--- config.mk ---
export PLATFORM = sky130hd
export DESIGN_NAME = risc16_core
export DESIGN_NICKNAME = d
export VERILOG_FILES = /design/src/design/isa_pkg.sv /design/src/design/core_pkg.sv /design/src/design/fetch_stage.sv /design/src/design/reg_file.sv /design/src/design/decode_stage.sv /design/src/design/execute_stage.sv /design/src/design/memory_writeback_stage.sv /design/src/design/risc16_core.sv
export SDC_FILE = /design/constraint.sdc
export NUM_CORES = 1
export LEC_CHECK = 0
export BUFFER_PORTS_ARGS = -buffer_cell sky130_fd_sc_hd__buf_2
export CAP_MARGIN = 30
export CORE_MARGIN = 1
export CORE_UTILIZATION = 47
export DETAILED_ROUTE_END_ITERATION = 8
export PLACE_DENSITY = 0.62
export SLEW_MARGIN = 20
export SYNTH_ARGS = -nofsm -noshare
export SYNTH_HDL_FRONTEND = slang
export SYNTH_SLANG_ARGS = --single-unit
--- constraint.sdc ---
create_clock -name i_clk -period 6.8 [get_ports i_clk]
set_input_delay 0 -clock i_clk [delete_from_list [all_inputs] [get_ports i_clk]]
set_output_delay 0 -clock i_clk [all_outputs]
set_load 0.01 [all_outputs]
--- src/design/isa_pkg.sv ---
package isa_pkg;

    // --------------------
    // Opcodes
    // --------------------
    localparam logic [2:0] OP_ADD  = 3'd0;
    localparam logic [2:0] OP_ADDI = 3'd1;
    localparam logic [2:0] OP_NAND = 3'd2;
    localparam logic [2:0] OP_LUI  = 3'd3;
    localparam logic [2:0] OP_SW   = 3'd4;
    localparam logic [2:0] OP_LW   = 3'd5;

    // --------------------
    // Instruction fields
    // --------------------
    // Top bit of each field
    localparam int OPCODE_MSB = 15;
    localparam int REGA_MSB   = 12;
    localparam int REGB_MSB   = 9;
    localparam int REGC_MSB   = 2;

    // Signed short immediate in the low bits
    localparam int SIMM_WIDTH = 7;
    // LUI immediate lands in the upper bits of the word
    localparam int LIMM_WIDTH = 10;

endpackage

--- src/design/core_pkg.sv ---
package core_pkg;

    // --------------------
    // Datapath sizes
    // --------------------
    localparam int WORD_WIDTH = 16;
    localparam int REG_COUNT  = 8;

    // Data and instruction word
    typedef logic [WORD_WIDTH-1:0] word_t;

    // Register number and opcode holder
    typedef logic [$clog2(REG_COUNT)-1:0] reg_addr_t;
    typedef logic [2:0] opcode_t;

    // ALU function select
    typedef enum logic {
        ALU_ADD,
        ALU_NAND
    } alu_op_t;

    localparam word_t RESET_PC = '0;

endpackage

--- src/design/fetch_stage.sv ---
`timescale 1ns/100ps

module fetch_stage (
    input  logic            i_clk,
    input  logic            i_rst,
    input  logic            i_stall,
    input  core_pkg::word_t i_inst,
    output core_pkg::word_t o_pc,
    output logic            o_valid,
    output core_pkg::word_t o_instr
);

    core_pkg::word_t pc;

    // Instruction memory is read combinationally at this address
    assign o_pc = pc;

    always_ff @(posedge i_clk) begin
        if (i_rst) begin
            pc      <= core_pkg::RESET_PC;
            o_valid <= 1'b0;
            o_instr <= '0;
        end else if (!i_stall) begin
            pc      <= pc + core_pkg::word_t'(1);
            o_valid <= 1'b1;
            o_instr <= i_inst;
        end
        // Load-use stall keeps PC and the fetched word
    end

endmodule

--- src/design/reg_file.sv ---
`timescale 1ns/100ps

module reg_file (
    input  logic                i_clk,
    input  core_pkg::reg_addr_t i_rd_addr1,
    input  core_pkg::reg_addr_t i_rd_addr2,
    output core_pkg::word_t     o_rd_data1,
    output core_pkg::word_t     o_rd_data2,
    input  logic                i_wr_en,
    input  core_pkg::reg_addr_t i_wr_addr,
    input  core_pkg::word_t     i_wr_data
);

    core_pkg::word_t regs [core_pkg::REG_COUNT];

    // Register 0 is never written
    always_ff @(posedge i_clk) begin
        if (i_wr_en && (i_wr_addr != '0)) begin
            regs[i_wr_addr] <= i_wr_data;
        end
    end

    // Asynchronous reads, r0 forced to zero
    assign o_rd_data1 = (i_rd_addr1 == '0) ? '0 : regs[i_rd_addr1];
    assign o_rd_data2 = (i_rd_addr2 == '0) ? '0 : regs[i_rd_addr2];

endmodule

--- src/design/decode_stage.sv ---
`timescale 1ns/100ps

module decode_stage (
    input  logic                i_clk,
    input  logic                i_rst,
    input  logic                i_stall,
    input  logic                i_valid,
    input  core_pkg::word_t     i_instr,
    input  logic                i_wr_en,
    input  core_pkg::reg_addr_t i_wr_addr,
    input  core_pkg::word_t     i_wr_data,
    input  core_pkg::reg_addr_t i_wb_tgt,
    input  core_pkg::word_t     i_wb_result,
    output logic                o_valid,
    output core_pkg::opcode_t   o_opcode,
    output core_pkg::reg_addr_t o_src1,
    output core_pkg::reg_addr_t o_src2,
    output core_pkg::reg_addr_t o_tgt,
    output core_pkg::word_t     o_operand1,
    output core_pkg::word_t     o_operand2,
    output core_pkg::word_t     o_imm
);

    localparam int REG_W = $bits(core_pkg::reg_addr_t);
    localparam int OPC_W = $bits(core_pkg::opcode_t);
    localparam int SIMM_PAD = core_pkg::WORD_WIDTH - isa_pkg::SIMM_WIDTH;
    localparam int LIMM_PAD = core_pkg::WORD_WIDTH - isa_pkg::LIMM_WIDTH;

    core_pkg::opcode_t   opcode;
    core_pkg::reg_addr_t reg_a;
    core_pkg::reg_addr_t reg_b;
    core_pkg::reg_addr_t reg_c;
    core_pkg::word_t     simm_ext;
    core_pkg::word_t     limm_ext;
    core_pkg::reg_addr_t src1;
    core_pkg::reg_addr_t src2;
    core_pkg::reg_addr_t tgt;
    core_pkg::word_t     imm;
    core_pkg::word_t     rd_data1;
    core_pkg::word_t     rd_data2;

    // --------------------
    // Field split
    // --------------------
    assign opcode = i_instr[isa_pkg::OPCODE_MSB -: OPC_W];
    assign reg_a  = i_instr[isa_pkg::REGA_MSB -: REG_W];
    assign reg_b  = i_instr[isa_pkg::REGB_MSB -: REG_W];
    assign reg_c  = i_instr[isa_pkg::REGC_MSB -: REG_W];

    assign simm_ext = {{SIMM_PAD{i_instr[isa_pkg::SIMM_WIDTH-1]}},
                       i_instr[isa_pkg::SIMM_WIDTH-1:0]};
    assign limm_ext = {i_instr[isa_pkg::LIMM_WIDTH-1:0], {LIMM_PAD{1'b0}}};

    // Sources and target per opcode
    always_comb begin
        tgt  = reg_a;
        src1 = reg_b;
        src2 = '0;
        imm  = simm_ext;
        case (opcode)
            isa_pkg::OP_ADD, isa_pkg::OP_NAND: begin
                src2 = reg_c;
                imm  = '0;
            end
            isa_pkg::OP_ADDI, isa_pkg::OP_LW: begin
            end
            isa_pkg::OP_LUI: begin
                src1 = '0;
                imm  = limm_ext;
            end
            // Store data comes from regA, nothing written back
            isa_pkg::OP_SW: begin
                tgt  = '0;
                src2 = reg_a;
            end
            default: begin
                tgt  = '0;
                src1 = '0;
                imm  = '0;
            end
        endcase
    end

    reg_file u_reg_file (
        .i_clk      (i_clk),
        .i_rd_addr1 (src1),
        .i_rd_addr2 (src2),
        .o_rd_data1 (rd_data1),
        .o_rd_data2 (rd_data2),
        .i_wr_en    (i_wr_en),
        .i_wr_addr  (i_wr_addr),
        .i_wr_data  (i_wr_data)
    );

    // --------------------
    // Decode register
    // --------------------
    always_ff @(posedge i_clk) begin
        if (i_rst) begin
            o_valid    <= 1'b0;
            o_opcode   <= isa_pkg::OP_ADD;
            o_src1     <= '0;
            o_src2     <= '0;
            o_tgt      <= '0;
            o_operand1 <= '0;
            o_operand2 <= '0;
            o_imm      <= '0;
        end else if (i_stall) begin
            // Held operands pick up the value leaving writeback
            if ((o_src1 != '0) && (o_src1 == i_wb_tgt)) begin
                o_operand1 <= i_wb_result;
            end
            if ((o_src2 != '0) && (o_src2 == i_wb_tgt)) begin
                o_operand2 <= i_wb_result;
            end
        end else begin
            o_valid    <= i_valid;
            o_opcode   <= opcode;
            o_src1     <= src1;
            o_src2     <= src2;
            o_tgt      <= tgt;
            o_operand1 <= rd_data1;
            o_operand2 <= rd_data2;
            o_imm      <= imm;
        end
    end

endmodule

--- src/design/execute_stage.sv ---
`timescale 1ns/100ps

module execute_stage (
    input  logic                i_clk,
    input  logic                i_rst,
    input  logic                i_valid,
    input  core_pkg::opcode_t   i_opcode,
    input  core_pkg::reg_addr_t i_src1,
    input  core_pkg::reg_addr_t i_src2,
    input  core_pkg::reg_addr_t i_tgt,
    input  core_pkg::word_t     i_operand1,
    input  core_pkg::word_t     i_operand2,
    input  core_pkg::word_t     i_imm,
    input  core_pkg::reg_addr_t i_mem_tgt,
    input  core_pkg::word_t     i_mem_result,
    input  core_pkg::reg_addr_t i_wb_tgt,
    input  core_pkg::word_t     i_wb_result,
    output logic                o_stall,
    output logic                o_valid,
    output core_pkg::opcode_t   o_opcode,
    output core_pkg::reg_addr_t o_tgt,
    output core_pkg::word_t     o_result,
    output core_pkg::word_t     o_store_data
);

    core_pkg::word_t   fwd1;
    core_pkg::word_t   fwd2;
    core_pkg::word_t   alu_a;
    core_pkg::word_t   alu_b;
    core_pkg::word_t   alu_out;
    core_pkg::alu_op_t alu_op;

    // Youngest producer wins
    function automatic core_pkg::word_t forward(
        input core_pkg::reg_addr_t src,
        input core_pkg::word_t     rf_value
    );
        if (src == '0) begin
            return '0;
        end else if (src == o_tgt) begin
            return o_result;
        end else if (src == i_mem_tgt) begin
            return i_mem_result;
        end else if (src == i_wb_tgt) begin
            return i_wb_result;
        end
        return rf_value;
    endfunction

    // --------------------
    // Operand select
    // --------------------
    always_comb begin
        fwd1 = forward(i_src1, i_operand1);
        fwd2 = forward(i_src2, i_operand2);
    end

    always_comb begin
        alu_a = fwd1;
        case (i_opcode)
            isa_pkg::OP_ADDI, isa_pkg::OP_LUI,
            isa_pkg::OP_SW, isa_pkg::OP_LW: alu_b = i_imm;
            default:                        alu_b = fwd2;
        endcase
        alu_op = (i_opcode == isa_pkg::OP_NAND) ? core_pkg::ALU_NAND : core_pkg::ALU_ADD;
    end

    always_comb begin
        case (alu_op)
            core_pkg::ALU_NAND: alu_out = ~(alu_a & alu_b);
            default:            alu_out = alu_a + alu_b;
        endcase
    end

    // Load data not ready until the memory stage
    assign o_stall = (o_opcode == isa_pkg::OP_LW) && (o_tgt != '0) &&
                     ((o_tgt == i_src1) || (o_tgt == i_src2));

    // --------------------
    // Execute register
    // --------------------
    always_ff @(posedge i_clk) begin
        if (i_rst || o_stall) begin
            // Bubble behind the load
            o_valid      <= 1'b0;
            o_opcode     <= isa_pkg::OP_ADD;
            o_tgt        <= '0;
            o_result     <= '0;
            o_store_data <= '0;
        end else begin
            o_valid      <= i_valid;
            o_opcode     <= i_opcode;
            o_tgt        <= i_tgt;
            o_result     <= alu_out;
            o_store_data <= fwd2;
        end
    end

endmodule

--- src/design/memory_writeback_stage.sv ---
`timescale 1ns/100ps

module memory_writeback_stage (
    input  logic                i_clk,
    input  logic                i_rst,
    input  logic                i_valid,
    input  core_pkg::opcode_t   i_opcode,
    input  core_pkg::reg_addr_t i_tgt,
    input  core_pkg::word_t     i_result,
    input  core_pkg::word_t     i_store_data,
    input  core_pkg::word_t     i_mem_rd_data,
    output core_pkg::word_t     o_mem_addr,
    output core_pkg::word_t     o_mem_wr_data,
    output logic                o_mem_wr_en,
    output logic                o_mem_valid,
    output core_pkg::reg_addr_t o_mem_tgt,
    output core_pkg::word_t     o_mem_result,
    output core_pkg::reg_addr_t o_wb_tgt,
    output core_pkg::word_t     o_wb_result
);

    logic            mem_is_load;
    core_pkg::word_t mem_alu_result;

    // Data memory port straight from the execute register
    assign o_mem_addr    = i_result;
    assign o_mem_wr_data = i_store_data;
    assign o_mem_wr_en   = i_valid && (i_opcode == isa_pkg::OP_SW);

    // --------------------
    // Memory register
    // --------------------
    always_ff @(posedge i_clk) begin
        if (i_rst) begin
            o_mem_valid    <= 1'b0;
            mem_is_load    <= 1'b0;
            o_mem_tgt      <= '0;
            mem_alu_result <= '0;
        end else begin
            o_mem_valid    <= i_valid;
            mem_is_load    <= (i_opcode == isa_pkg::OP_LW);
            o_mem_tgt      <= i_tgt;
            mem_alu_result <= i_result;
        end
    end

    // Read data arrives one cycle after the address
    assign o_mem_result = mem_is_load ? i_mem_rd_data : mem_alu_result;

    // Writeback copy for late forwarding
    always_ff @(posedge i_clk) begin
        if (i_rst) begin
            o_wb_tgt    <= '0;
            o_wb_result <= '0;
        end else begin
            o_wb_tgt    <= o_mem_tgt;
            o_wb_result <= o_mem_result;
        end
    end

endmodule

--- src/design/risc16_core.sv ---
`timescale 1ns/100ps

module risc16_core (
    input  logic            i_clk,
    input  logic            i_rst,
    input  core_pkg::word_t i_inst,
    output core_pkg::word_t o_pc,
    input  core_pkg::word_t i_mem_rd_data,
    output core_pkg::word_t o_mem_addr,
    output core_pkg::word_t o_mem_wr_data,
    output logic            o_mem_wr_en
);

    logic                stall;

    // Fetch to decode
    logic                f_valid;
    core_pkg::word_t     f_instr;

    // Decode to execute
    logic                d_valid;
    core_pkg::opcode_t   d_opcode;
    core_pkg::reg_addr_t d_src1;
    core_pkg::reg_addr_t d_src2;
    core_pkg::reg_addr_t d_tgt;
    core_pkg::word_t     d_operand1;
    core_pkg::word_t     d_operand2;
    core_pkg::word_t     d_imm;

    // Execute to memory
    logic                e_valid;
    core_pkg::opcode_t   e_opcode;
    core_pkg::reg_addr_t e_tgt;
    core_pkg::word_t     e_result;
    core_pkg::word_t     e_store_data;

    // Memory and writeback results, fed back
    logic                m_valid;
    core_pkg::reg_addr_t m_tgt;
    core_pkg::word_t     m_result;
    core_pkg::reg_addr_t w_tgt;
    core_pkg::word_t     w_result;

    fetch_stage u_fetch_stage (
        .i_clk   (i_clk),
        .i_rst   (i_rst),
        .i_stall (stall),
        .i_inst  (i_inst),
        .o_pc    (o_pc),
        .o_valid (f_valid),
        .o_instr (f_instr)
    );

    decode_stage u_decode_stage (
        .i_clk       (i_clk),
        .i_rst       (i_rst),
        .i_stall     (stall),
        .i_valid     (f_valid),
        .i_instr     (f_instr),
        .i_wr_en     (m_valid),
        .i_wr_addr   (m_tgt),
        .i_wr_data   (m_result),
        .i_wb_tgt    (w_tgt),
        .i_wb_result (w_result),
        .o_valid     (d_valid),
        .o_opcode    (d_opcode),
        .o_src1      (d_src1),
        .o_src2      (d_src2),
        .o_tgt       (d_tgt),
        .o_operand1  (d_operand1),
        .o_operand2  (d_operand2),
        .o_imm       (d_imm)
    );

    execute_stage u_execute_stage (
        .i_clk        (i_clk),
        .i_rst        (i_rst),
        .i_valid      (d_valid),
        .i_opcode     (d_opcode),
        .i_src1       (d_src1),
        .i_src2       (d_src2),
        .i_tgt        (d_tgt),
        .i_operand1   (d_operand1),
        .i_operand2   (d_operand2),
        .i_imm        (d_imm),
        .i_mem_tgt    (m_tgt),
        .i_mem_result (m_result),
        .i_wb_tgt     (w_tgt),
        .i_wb_result  (w_result),
        .o_stall      (stall),
        .o_valid      (e_valid),
        .o_opcode     (e_opcode),
        .o_tgt        (e_tgt),
        .o_result     (e_result),
        .o_store_data (e_store_data)
    );

    memory_writeback_stage u_memory_writeback_stage (
        .i_clk         (i_clk),
        .i_rst         (i_rst),
        .i_valid       (e_valid),
        .i_opcode      (e_opcode),
        .i_tgt         (e_tgt),
        .i_result      (e_result),
        .i_store_data  (e_store_data),
        .i_mem_rd_data (i_mem_rd_data),
        .o_mem_addr    (o_mem_addr),
        .o_mem_wr_data (o_mem_wr_data),
        .o_mem_wr_en   (o_mem_wr_en),
        .o_mem_valid   (m_valid),
        .o_mem_tgt     (m_tgt),
        .o_mem_result  (m_result),
        .o_wb_tgt      (w_tgt),
        .o_wb_result   (w_result)
    );

endmodule

==> impl_metrics.json, run 1 <==
{
  "route.vias.total": 10638,
  "multiInputGateArea_um2": 6370,
  "hp-start": "i_inst[6]",
  "cts_buffer_depth": 3,
  "synthMuxAreaShare_pct": 11.1,
  "r2r_end": "u_execute_stage.o_result[13]",
  "grt_pass1_wl_mm": 58.2,
  "grt_use_total_pct": 24.8,
  "p_per_area_nw_per_um2": 250,
  "post_synth_xor_area_fraction_pct": 2.55,
  "core_um2": 28700,
  "fmax_ghz": 0.223,
  "seqCellArea_um2": 6830,
  "finish.utilization_pct": 54.8,
  "drc": 0,
  "largest_reg_flops": 112,
  "min_period_ns": 4.48,
  "drv_slew": 0,
  "drive_gt1_share_pct": 16.1,
  "hp-class": "in -> reg",
  "max_flop_register": "u_decode_stage.u_reg_file.regs",
  "min_to": "u_fetch_stage.o_instr[6]",
  "async_reset_ff_share_pct": 0,
  "yosys-top-cells-area": "dfxtp_1 (25%), edfxtp_1 (24%), mux2i_1 (7.0%)",
  "slew_headroom_pct": 31.3,
  "crit_arrival_ns": 4.97,
  "numClockSinks": 285,
  "stdcell_area_um2": 15700,
  "die-width_um": 173,
  "final_common_cell": "dfxtp_1",
  "fillCellCount": 2523,
  "synth_flop_cell": "dfxtp_1",
  "drtIter0Drc": 955,
  "synth_top_family_by_area": "compound AO/OA/AOI/OAI gates",
  "status": "completed",
  "syn_inst": 1352,
  "dpl.hpwl_mm": 24.9,
  "yosysTopAreaCellShare_pct": 25.2,
  "syn_to_final_growth_pct": 14.4,
  "grt_max_degree": 86,
  "finalClockSkew_ns": 0.0305,
  "postCtsResizedCells": 0,
  "seq_area_frac_synth_pct": 49.7,
  "ant_nets": 0,
  "ff2ff_path_depth": 14,
  "cts_buffers": 30,
  "grt_overflow_total": 0,
  "io_buffers": 82,
  "place_congestion": 0.909,
  "fin_crit_sh_pct": 65.8,
  "clockRootBuffer": "clkbuf_16",
  "final_nets": 1478,
  "synth-compound-area-share_pct": 17.2,
  "synth_largest_area_cell": "dfxtp_1",
  "vdd_ir_drop_max_uv": 168,
  "hold_depth": 4,
  "syn_area_um2": 13700,
  "finalSetupViolCount": 0,
  "worstSetupStartpointType": "register",
  "grt_pass1_vias": 10424,
  "path_max_fanout": 19,
  "drv_cap": 0,
  "fin_setup_tns_ns": 0,
  "avgSynthCellArea_um2": 10.2,
  "total_power_mw": 3.92,
  "cts_tree": "done",
  "postPlaceCellArea_um2": 14400,
  "routedWlPerCell_um": 20.6,
  "criticalPathCategory": "reg -> reg",
  "antennaDiodeCount": 0,
  "ys_types": 67,
  "synth_warnings": 0,
  "fp-row-count": 62,
  "cp-end-kind": "register",
  "firstDrtPassIters": 5,
  "ys_seq_elements": 285,
  "clk_pin_slew_ns": 0.07,
  "die-height_um": 173,
  "fin_cells": 1834,
  "vias_per_cell": 5.80,
  "r2r_slack_ns": 2.32,
  "hold_viol": 0,
  "worst_r2r_startpoint": "u_decode_stage.o_src1[0]",
  "wl_mm": 37.8,
  "synth_nets": 1404,
  "ioPinCount": 83,
  "dpl.cell_count": 1739,
  "htreeDepth": 1,
  "yosys.area_share.simple_pct": 13.7,
  "cp_data_required_time_ns": 7.30,
  "clk_latency_ns": 0.56,
  "die_area_um2": 29900,
  "worst_slew_pin_slew_ns": 1.03,
  "p_leak_nw": 6.20,
  "start_util_pct": 47.9,
  "rsz0062_at_grt": "false",
  "synth_edf_count": 112,
  "yosys.area_share.adder_pct": 1.64,
  "antenna_found_initial": 0,
  "final_cell_mix": "dfxtp_1 (173), nand2_1 (153), nor2_1 (116)"
}
==> area by class of cell <==
type,count,share of cell area (%)
Tap cell,384,3.06
Inverter,20,0.478
Clock inverter,17,0.724
Timing Repair Buffer,147,6.47
Sequential cell,285,43.4
Clock buffer,39,5.32
Multi-Input combinational cell,942,40.5
==> power breakdown <==
group	total [mW]	switching, mW	internal, mW
sequential	1.87	0.0471	1.82
combinational	0.485	0.287	0.198
clock	1.57	0.671	0.900
==> synth_stat cells, types with 23 or more instances <==
library cell,instances
a21oi_1,116
a221oi_1,39
and2_1,27
buf_2,30
clkbuf_1,57
dfxtp_1,173
edfxtp_1,112
mux2_2,49
mux2i_1,96
nand2_1,153
nor2_1,116
nor2b_1,28
o21ai_0,24
xnor2_1,23
==> worst max-delay path by stage <==
| stage | endpoint | startpoint | slack (ns) | cells after the start |
|---|---|---|---|---|
| floorplan | u_execute_stage.o_result[13] | u_decode_stage.o_src1[2] | 3.34 | 15 |
| global placement | u_execute_stage.o_result[13] | u_memory_writeback_stage.o_mem_tgt[1] | 2.31 | 13 |
| detailed placement | u_execute_stage.o_result[13] | u_decode_stage.o_src1[0] | 2.43 | 14 |
| CTS | u_execute_stage.o_result[13] | u_decode_stage.o_src1[0] | 2.37 | 14 |
| global route | u_execute_stage.o_result[13] | u_decode_stage.o_src1[0] | 1.93 | 14 |
| finish | u_execute_stage.o_result[13] | u_decode_stage.o_src1[0] | 2.32 | 14 |
==> critical path, cell delays in order, from the launching register on <==
cell and delay, ns:
dfxtp_1 0.51, xnor2_1 0.12, nand3_1 0.09, buf_4 0.33, nand2b_1 0.16, a211oi_4 0.60, o21bai_2 0.41, o21ai_0 0.19
ha_1 0.39, a21o_1 0.19, a221oi_2 0.44, o31ai_1 0.19, a21oi_1 0.29, mux2_2 0.37, a21oi_1 0.13
==> stage by stage <==
step / hold slack, ns / setup slack [ns]
floorplan: 0.140 / 3.34
global route: 0.235 / 1.93
finish: 0.229 / 2.32
global placement: 0.246 / 2.31
CTS: 0.208 / 2.37
detailed placement: 0.253 / 2.43
==> cells by family (layout without fill, tap and decap cells) <==
kind of cell             count (synthesis)  after routing
XOR/XNOR                                40             40
flip-flops                             285            285
AND/OR/NAND/NOR                        406            406
adder cells (fa/ha/maj)                 18             18
multiplexers                           146            146
AO/OA/AOI/OAI                          332            332
buffers and inverters                  125            223
==> layer usage <==
layer | GRT usage [%] | up-vias | part of all wire [%]
li1 | - | 5091 | -
met1 | 31.9 | 5164 | 44
met2 | 42.8 | 305 | 48
met3 | 3.12 | 78 | 4.5
met4 | 8.70 | 0 | 3.1
met5 | 0 | - | 0
==> what timing repair did <==
| item | CTS | global route |
|---|---|---|
| hold buffers | 39 | 0 |
| setup buffers | 0 | 0 |
| endpoints found under the hold margin | 55 | 0 |
Power figures use the tool's default switching activity.
==> run 2: changes to the inputs <==
- clock period: 6.8 -> 4.6 ns (I/O delays scaled with it)
==> run 2 against run 1 <==
  * Critical path depth decreased by 1
  * Power increased by 52%
  * Via count up 1.9%
  * Setup slack got worse by 1.7 ns
  * Critical endpoint unchanged
  * Sequential share of layout area fell by 0.35 points
  * Fmax increased by 14%
  * Non-clock buffer count grew 7
  * Clock-buffer cell count increased by 8
  * Highest routed layer unchanged
  * Flip-flop and latch count is the same
==> impl_metrics.json, run 2 (same netlist as run 1, synthesis figures left out) <==
{
  "routedWlPerCell_um": 20.7,
  "fillCellCount": 2558,
  "start_util_pct": 47.9,
  "path_max_fanout": 16,
  "dp_slack_ns": 0.760,
  "hp-start": "i_mem_rd_data[4]",
  "p_leak_nw": 6.28,
  "vdd_ir_drop_max_uv": 298,
  "drtIter0Drc": 870,
  "hp-class": "in -> reg",
  "cts_buffer_depth": 3,
  "grt_pass1_vias": 10750,
  "final_nets": 1486,
  "postCtsResizedCells": 0,
  "die-width_um": 173,
  "ant_nets": 0,
  "drc": 0,
  "criticalPathCategory": "reg -> reg",
  "stdcell_area_um2": 15800,
  "clockRootBuffer": "clkbuf_16",
  "core_um2": 28700,
  "finalClockSkew_ns": 0.0122,
  "antennaDiodeCount": 0,
  "route.vias.total": 10840,
  "vias_per_cell": 5.88,
  "fin_setup_tns_ns": 0,
  "antenna_found_initial": 0,
  "largest_reg_flops": 112,
  "die-height_um": 173,
  "fp-row-count": 62,
  "place_congestion": 0.895,
  "drv_cap": 0,
  "syn_to_final_growth_pct": 15.3,
  "drv_slew": 0,
  "rsz0062_at_grt": "false",
  "hold_depth": 3,
  "cts_setup_buffers": 0,
  "fin_crit_sh_pct": 85.5,
  "worstSetupStartpointType": "register",
  "hold_viol": 0,
  "r2r_slack_ns": 0.67,
  "postPlaceCellArea_um2": 14400,
  "seqCellArea_um2": 6830,
  "finalSetupViolCount": 0,
  "slew_headroom_pct": 33.3,
  "cp_data_required_time_ns": 5.09,
  "grt_max_degree": 82,
  "crit_arrival_ns": 4.42,
  "grt_use_total_pct": 25.2,
  "drive_gt1_share_pct": 16.7,
  "io_buffers": 82,
  "firstDrtPassIters": 6,
  "final_cell_mix": "dfxtp_1 (173), nand2_1 (153), a21oi_1 (116), nor2_1 (116), edfxtp_1 (112)",
  "cts_buffers": 31,
  "grt_overflow_total": 0,
  "cp-end-kind": "register",
  "grt_pass1_wl_mm": 59.2,
  "htreeDepth": 1,
  "ff2ff_path_depth": 13,
  "die_area_um2": 29900,
  "numClockSinks": 285,
  "dpl.hpwl_mm": 24.8,
  "status": "completed",
  "max_flop_register": "u_decode_stage.u_reg_file.regs",
  "min_to": "u_decode_stage.u_reg_file.regs[2][4]",
  "ioPinCount": 83,
  "clk_pin_slew_ns": 0.06,
  "r2r_end": "u_execute_stage.o_result[13]",
  "min_period_ns": 3.93,
  "clk_latency_ns": 0.56,
  "multiInputGateArea_um2": 6370,
  "final_common_cell": "dfxtp_1",
  "wl_mm": 38.1,
  "fmax_ghz": 0.254,
  "worst_slew_pin_slew_ns": 0.996,
  "worst_slack_ns": 0.666,
  "worst_r2r_startpoint": "u_decode_stage.o_src1[2]",
  "cts_tree": "done",
  "p_per_area_nw_per_um2": 376
}
## run 2: changes by cell type in the layout (fill, tap and decap cells not counted), sizes merged
cell and change:
clkinvlp -3, inv +1, buf +8, clkinv -6, clkbuf +8, dlygate4sd3 -1
bufinv +1
## run 2: final cells by class
cell class	instances	area share [%]
inverter	20	0.474
timing repair buffer	154	6.74
clock buffer	47	5.84
multi-input combinational	942	40.2
sequential	285	43.1
tap	384	3.03
clock inverter	10	0.648
## run 2: per-layer routing
metal / share of wire [%] / track usage [%]
met2: 49 / 44.0
met5: 0 / 0
met3: 5.2 / 2.66
met1: 42 / 32.0
met4: 3.4 / 9.66
## run 2: report_power, final
group	total [mW]	leakage [nW]	switching, mW	internal (mW)
registers	2.76	2.45	0.0661	2.69
clock network	2.47	0.504	0.984	1.49
logic	0.725	3.33	0.431	0.295
total	5.96	6.28	1.48	4.47
## run 2: worst max-delay path by stage
stage | startpoint | to | slack [ns] | cells past startpoint
final | u_decode_stage.o_src1[2] | u_execute_stage.o_result[13] | 0.67 | 13
after global routing | u_decode_stage.o_src1[0] | u_execute_stage.o_result[13] | 0.36 | 13
after CTS | u_decode_stage.o_src1[0] | u_execute_stage.o_result[13] | 0.71 | 13
after detailed placement | u_decode_stage.o_src1[0] | u_execute_stage.o_result[13] | 0.76 | 13
after global placement | u_decode_stage.o_src1[0] | u_execute_stage.o_result[13] | 0.80 | 13
after floorplan | u_decode_stage.o_src1[2] | u_execute_stage.o_result[13] | 1.14 | 15
## run 2: what timing repair did
action                                  in CTS  in global routing
hold buffers                                38                  0
endpoints found under the setup margin       0                  0
hold endpoints to repair                    63                  0
## run 2: through the flow
stage / hold slack [ns] / std cells / utilization [%] / total power [mW]
after floorplan: 0.140 / 1352 / - / 3.30
after global placement: 0.246 / 1744 / 50.2 / 3.50
after detailed placement: 0.249 / 1744 / 50.2 / 3.51
after CTS: 0.123 / 1839 / 55.1 / 5.99
after global routing: 0.157 / 1842 / 55.2 / 6.17
final: 0.162 / 1842 / 55.2 / 5.96
## run 2: critical path, stage by stage (launching register included)
cell and delay (ns):
dfxtp_1 0.50, xor2_1 0.20, o22ai_1 0.10, a21o_1 0.23, a211oi_4 0.25, o21bai_2 0.33
o21ai_0 0.20, ha_1 0.40, a21o_1 0.20, a221oi_2 0.45, o31ai_1 0.20, a21oi_1 0.31
mux2_2 0.37, a21oi_1 0.13
